[src/design/csu_pkg.sv]
`default_nettype none

package csu_pkg;

  localparam int XLEN_W     = 32;
  localparam int RNID_W     = 6;
  localparam int CSR_ADDR_W = 12;

  // CSR operation taken from funct3 of the SYSTEM opcode.
  typedef enum logic [1:0] {
    OP_NONE = 2'b00,
    OP_RW   = 2'b01,
    OP_RS   = 2'b10,
    OP_RC   = 2'b11
  } op_t;

  // Exception codes carried by the done report. Every one of them asks for a flush.
  typedef enum logic [2:0] {
    EXC_MRET         = 3'd0,
    EXC_SRET         = 3'd1,
    EXC_ECALL_U      = 3'd2,
    EXC_ECALL_S      = 3'd3,
    EXC_ECALL_M      = 3'd4,
    EXC_SILENT_FLUSH = 3'd5
  } except_t;

  typedef enum logic [1:0] {
    PRV_U = 2'b00,
    PRV_S = 2'b01,
    PRV_M = 2'b11
  } priv_t;

  localparam logic [CSR_ADDR_W-1:0] CSR_MSCRATCH = 12'h340;
  localparam logic [CSR_ADDR_W-1:0] CSR_MEPC     = 12'h341;
  localparam logic [CSR_ADDR_W-1:0] CSR_MTVEC    = 12'h305;
  localparam logic [CSR_ADDR_W-1:0] CSR_SSCRATCH = 12'h140;

endpackage

`default_nettype wire
[src/design/csr_file.sv]
`default_nettype none

module csr_file (
  input  wire logic                               i_clk,
  input  wire logic                               i_reset_n,
  input  wire logic                               i_rd_valid,
  input  wire logic [csu_pkg::CSR_ADDR_W-1:0]     i_rd_addr,
  output logic [csu_pkg::XLEN_W-1:0]              o_rd_data,
  input  wire logic                               i_wr_valid,
  input  wire logic [csu_pkg::CSR_ADDR_W-1:0]     i_wr_addr,
  input  wire logic [csu_pkg::XLEN_W-1:0]         i_wr_data
);

  logic [csu_pkg::XLEN_W-1:0] r_mscratch;
  logic [csu_pkg::XLEN_W-1:0] r_mepc;
  logic [csu_pkg::XLEN_W-1:0] r_mtvec;
  logic [csu_pkg::XLEN_W-1:0] r_sscratch;
  logic [csu_pkg::XLEN_W-1:0] w_wr_aligned;

  // Mepc and mtvec hold word-aligned addresses.
  assign w_wr_aligned = {i_wr_data[csu_pkg::XLEN_W-1:2], 2'b00};

  always_comb begin
    o_rd_data = '0;
    if (i_rd_valid) begin
      case (i_rd_addr)
        csu_pkg::CSR_MSCRATCH: o_rd_data = r_mscratch;
        csu_pkg::CSR_MEPC:     o_rd_data = r_mepc;
        csu_pkg::CSR_MTVEC:    o_rd_data = r_mtvec;
        csu_pkg::CSR_SSCRATCH: o_rd_data = r_sscratch;
        default:               o_rd_data = '0; // Unimplemented CSRs read as zero.
      endcase
    end
  end

  always_ff @(posedge i_clk or negedge i_reset_n) begin
    if (!i_reset_n) begin
      r_mscratch <= '0;
      r_mepc     <= '0;
      r_mtvec    <= '0;
      r_sscratch <= '0;
    end else if (i_wr_valid) begin
      case (i_wr_addr)
        csu_pkg::CSR_MSCRATCH: r_mscratch <= i_wr_data;
        csu_pkg::CSR_MEPC:     r_mepc     <= w_wr_aligned;
        csu_pkg::CSR_MTVEC:    r_mtvec    <= w_wr_aligned;
        csu_pkg::CSR_SSCRATCH: r_sscratch <= i_wr_data;
        default: ;
      endcase
    end
  end

endmodule

`default_nettype wire

[config.mk]
export PLATFORM = sky130hd
export DESIGN_NAME = csr_file
export DESIGN_NICKNAME = d
export VERILOG_FILES = /design/src/design/csu_pkg.sv /design/src/design/csr_file.sv
export SDC_FILE = /design/constraint.sdc
export NUM_CORES = 1
export LEC_CHECK = 0
export BUFFER_PORTS_ARGS = -buffer_cell sky130_fd_sc_hd__clkbuf_2
export CORE_MARGIN = 2
export CORE_UTILIZATION = 58
export DETAILED_ROUTE_END_ITERATION = 8
export GPL_ROUTABILITY_DRIVEN = 0
export PLACE_DENSITY = 0.81
export RECOVER_POWER = 100
export SYNTH_ARGS = -nofsm -noshare
export SYNTH_HDL_FRONTEND = slang
export SYNTH_SLANG_ARGS = --single-unit
[constraint.sdc]
create_clock -name i_clk -period 1.8 [get_ports i_clk]
set_clock_uncertainty 0.1 [all_clocks]
set_input_delay 0.27 -clock i_clk [delete_from_list [all_inputs] [get_ports i_clk]]
set_output_delay 0.27 -clock i_clk [all_outputs]
set_load 0.01 [all_outputs]
==> run_summary.xml <==
<?xml version="1.0" encoding="UTF-8"?>
<metrics>
  <group name="run_status">
    <metric name="outcome" unit="">finished, violations left</metric>
    <metric name="violations_in_the_final_reports" unit="">setup timing</metric>
  </group>
  <group name="timing">
    <metric name="timing.setup.tns" unit="ns">-7.60</metric>
    <metric name="achievable-frequency" unit="MHz">488</metric>
    <metric name="timing_worst_slew_pin_value" unit="ns">0.822</metric>
    <metric name="fin_ws" unit="ns">-0.251</metric>
    <metric name="period_utilization" unit="%">114</metric>
    <metric name="setup_viol" unit="">79</metric>
    <metric name="max_slew_margin" unit="%">45.2</metric>
    <metric name="final-hold-violation-count" unit="">0</metric>
    <metric name="period_minus_slack" unit="ns">2.05</metric>
    <metric name="grt_setup_unrepaired" unit="">true</metric>
    <metric name="timing.final.max_slew_violations" unit="">0</metric>
  </group>
  <group name="pwr">
    <metric name="vdd.ir_drop.worst" unit="V">0.000601</metric>
    <metric name="pwr_density_cell" unit="nW/um2">794</metric>
    <metric name="power.static_leakage" unit="nW">4.44</metric>
  </group>
  <group name="grt">
    <metric name="largest_net_degree_at_the_start_of_global_routing" unit="">35</metric>
    <metric name="antenna_found_initial" unit="">0</metric>
    <metric name="grt.overflow.total" unit="">0</metric>
    <metric name="grt_util_all_layers" unit="%">33.5</metric>
    <metric name="wire_length_of_the_first_global_routing_pass" unit="um">29400</metric>
    <metric name="grt_pass1_vias" unit="">5380</metric>
  </group>
  <group name="drt">
    <metric name="final_antenna_net_count" unit="">0</metric>
    <metric name="dr_total_vias" unit="">5106</metric>
    <metric name="drt_first_iter_violations" unit="">259</metric>
    <metric name="totalWireLength" unit="um">18800</metric>
    <metric name="routed_wire_length_per_instance" unit="um">23.4</metric>
    <metric name="routed_via_density" unit="">6.34</metric>
    <metric name="firstDrtPassIters" unit="">5</metric>
    <metric name="route.detailed.drc" unit="">0</metric>
  </group>
  <group name="logic_synthesis">
    <metric name="synth_area" unit="um2">6460</metric>
    <metric name="yosys-top-cells-count" unit="">124 x sky130_fd_sc_hd__dfrtp_1, 78 x sky130_fd_sc_hd__mux2_2, 76 x sky130_fd_sc_hd__mux2_1, 60 x sky130_fd_sc_hd__and3b_1, 36 x sky130_fd_sc_hd__clkbuf_1</metric>
    <metric name="avgSynthCellArea" unit="um2">12.8</metric>
    <metric name="netlist.area_leader.share" unit="%">48.0</metric>
    <metric name="post-synth-top-area-cell" unit="">sky130_fd_sc_hd__dfrtp_1</metric>
    <metric name="synth_edf_count" unit="">0</metric>
    <metric name="netlist_cell_types" unit="">29</metric>
    <metric name="postSynthCellCount" unit="">503</metric>
    <metric name="ys_ff_latch" unit="">124</metric>
    <metric name="synth_async_sr_flop_share" unit="%">100</metric>
    <metric name="synthFlopType" unit="">sky130_fd_sc_hd__dfrtp_1</metric>
    <metric name="synth_sequential_area_ratio" unit="%">48.0</metric>
    <metric name="synthMostInstantiatedCell" unit="">sky130_fd_sc_hd__dfrtp_1</metric>
    <metric name="main_area_contributors_after_synthesis" unit="">sky130_fd_sc_hd__dfrtp_1 48%, sky130_fd_sc_hd__mux2_2 14%, sky130_fd_sc_hd__mux2_1 13%</metric>
    <metric name="synth.net_count" unit="">563</metric>
    <metric name="ys_warn_count" unit="">0</metric>
  </group>
  <group name="floorplan">
    <metric name="initial_utilization" unit="%">59.6</metric>
    <metric name="floorplan.die.width" unit="um">110</metric>
    <metric name="dieArea" unit="um2">12000</metric>
    <metric name="chipHeight" unit="um">110</metric>
    <metric name="i_o_pin_cnt" unit="">92</metric>
    <metric name="core_area" unit="um2">10800</metric>
    <metric name="core.rowCount" unit="">38</metric>
  </group>
  <group name="clock_network">
    <metric name="numCtsBuffers" unit="">17</metric>
    <metric name="clkLatencyLatePin" unit="ns">0.54</metric>
    <metric name="ctsRootBufferMaster" unit="">sky130_fd_sc_hd__clkbuf_8</metric>
    <metric name="cts.sink_count" unit="">124</metric>
    <metric name="cts-htree-levels" unit="">4</metric>
    <metric name="cts.clk_slew.worst_paths" unit="ns">0.05</metric>
    <metric name="tritoncts" unit="">yes</metric>
    <metric name="cts_max_path_buffers" unit="">2</metric>
  </group>
  <group name="critical_path">
    <metric name="crit_path_start_kind" unit="">register</metric>
    <metric name="worst-path-max-fanout" unit="">2</metric>
    <metric name="critPathMaxStageDelay" unit="ns">0.39</metric>
    <metric name="timing.critical_path.cells" unit="">and3b_1 &gt; o211ai_1 &gt; a211oi_2 &gt; clkbuf_2</metric>
    <metric name="worstPathArrival" unit="ns">1.68</metric>
    <metric name="worst_setup_path_end_kind" unit="">output port</metric>
    <metric name="critPathSlowestCell" unit="">sky130_fd_sc_hd__dfrtp_1</metric>
    <metric name="required_time_of_the_worst_setup_path" unit="ns">1.43</metric>
    <metric name="crit_type" unit="">register to output port</metric>
  </group>
  <group name="flow_run">
    <metric name="count_of_maximum_capacitance_violations" unit="">0</metric>
  </group>
  <group name="final_layout">
    <metric name="fill_cells" unit="">559</metric>
    <metric name="final_layout_size_suffix_gt1_share" unit="%">46.8</metric>
    <metric name="layout.core_utilization" unit="%">80.5</metric>
    <metric name="fin_nets" unit="">714</metric>
    <metric name="antenna_cell_count" unit="">0</metric>
    <metric name="syn_to_final_growth" unit="%">35.1</metric>
  </group>
  <group name="worst_hold_path">
    <metric name="hold_class" unit="">input port to asynchronous set/reset pin</metric>
  </group>
  <group name="placement">
    <metric name="placement.io_buffers" unit="">91</metric>
    <metric name="detailedPlacementHpwl" unit="um">10800</metric>
  </group>
</metrics>
## worst paths after layout
kind	startpoint	to	slack, ns	cells after the start
setup / recovery	r_mtvec[13]$_DFFE_PN0P_	o_rd_data[13]	-0.25	4
setup reg to reg	r_mtvec[29]$_DFFE_PN0P_	r_mtvec[29]$_DFFE_PN0P_	0.62	3
hold reg to reg	r_mtvec[24]$_DFFE_PN0P_	r_mtvec[24]$_DFFE_PN0P_	0.38	1
hold / removal	i_reset_n	r_mscratch[28]$_DFFE_PN0P_	0.26	2
max in group asynchronous	i_reset_n	r_mepc[14]$_DFFE_PN0P_	0.28	3
min in group i_clk	i_wr_addr[1]	r_mtvec[18]$_DFFE_PN0P_	0.37	4
## through the flow
stage	hold slack, ns	instances	setup WS (ns)	power [mW]	instance area [um2]
5_1_grt	0.339	805	-0.270	7.12	8730
3_3_place_gp	0.154	727	-0.340	3.25	7500
2_1_floorplan	-0.126	503	-0.158	3.00	6650
4_1_cts	0.141	803	-0.225	6.95	8820
6_report	0.265	805	-0.251	6.93	8730
3_5_place_dp	0.158	727	-0.347	3.26	7500
## flip-flops by register name, summed over array words and instances, names as in the netlist
name,flops
r_mepc,30
r_sscratch,32
r_mtvec,30
r_mscratch,32
## worst max-delay path, delay by kind of cell (launching register included)
family | cells | cell delay, ns
buffers and inverters | 1 | 0.14
flip-flops | 1 | 0.39
AO/OA/AOI/OAI | 2 | 0.39
AND/OR/NAND/NOR | 1 | 0.23
## per-layer routing
layer | wire [um] | vias up | GRT usage [%]
li1 | - | 2217 | -
met1 | 7670 | 2615 | 42.5
met2 | 9370 | 216 | 53.9
met3 | 1180 | 58 | 8.12
met4 | 629 | 0 | 16.4
met5 | 0 | - | 0
## cells in the final DEF (no fill, tap or decap), types with 7 or more instances in the layout
cell type / n
sky130_fd_sc_hd__buf_12: 7
sky130_fd_sc_hd__a211oi_2: 30
sky130_fd_sc_hd__clkbuf_8: 8
sky130_fd_sc_hd__mux2_1: 76
sky130_fd_sc_hd__clkbuf_16: 17
sky130_fd_sc_hd__nand3_2: 14
sky130_fd_sc_hd__mux2_2: 74
sky130_fd_sc_hd__dlygate4sd3_1: 33
sky130_fd_sc_hd__clkbuf_2: 72
sky130_fd_sc_hd__dfrtp_1: 124
sky130_fd_sc_hd__and3b_1: 59
sky130_fd_sc_hd__buf_4: 29
sky130_fd_sc_hd__o211ai_1: 30
sky130_fd_sc_hd__nand3_1: 15
sky130_fd_sc_hd__buf_2: 22
## layout make-up
type,instances,area (um2),area share (%)
flip-flops and latches,124,3100,35.6
repair buffers,180,1380,15.8
multi-input cells,330,3440,39.4
clock buffers,23,487,5.58
inverters,1,3.75,0.0430
clock inverters,7,135,1.55
well taps,140,175,2.01
## where the power goes
part / internal [mW] / total, mW / switching, mW
clock network: 2.41 / 3.61 / 1.20
logic: 0.223 / 0.513 / 0.290
registers: 2.80 / 2.81 / 0.00653
total: 5.44 / 6.93 / 1.50
## kinds of logic after synthesis
logic type,count (synthesis),share of synthesized area (%)
DFF,124,48.0
and+or+nand+nor,113,13.9
muxes,156,27.1
AOI/OAI and AO/OA,61,7.07
buffers and inverters,49,3.89
## what timing repair did
action	in CTS	in global routing
buffers inserted	9	4
hold endpoints to repair	248	0
gates cloned	4	0
hold buffers	33	0
pin swaps	32	22
resized for setup	39	30
setup endpoints to repair	32	32
Power figures use the tool's default switching activity.
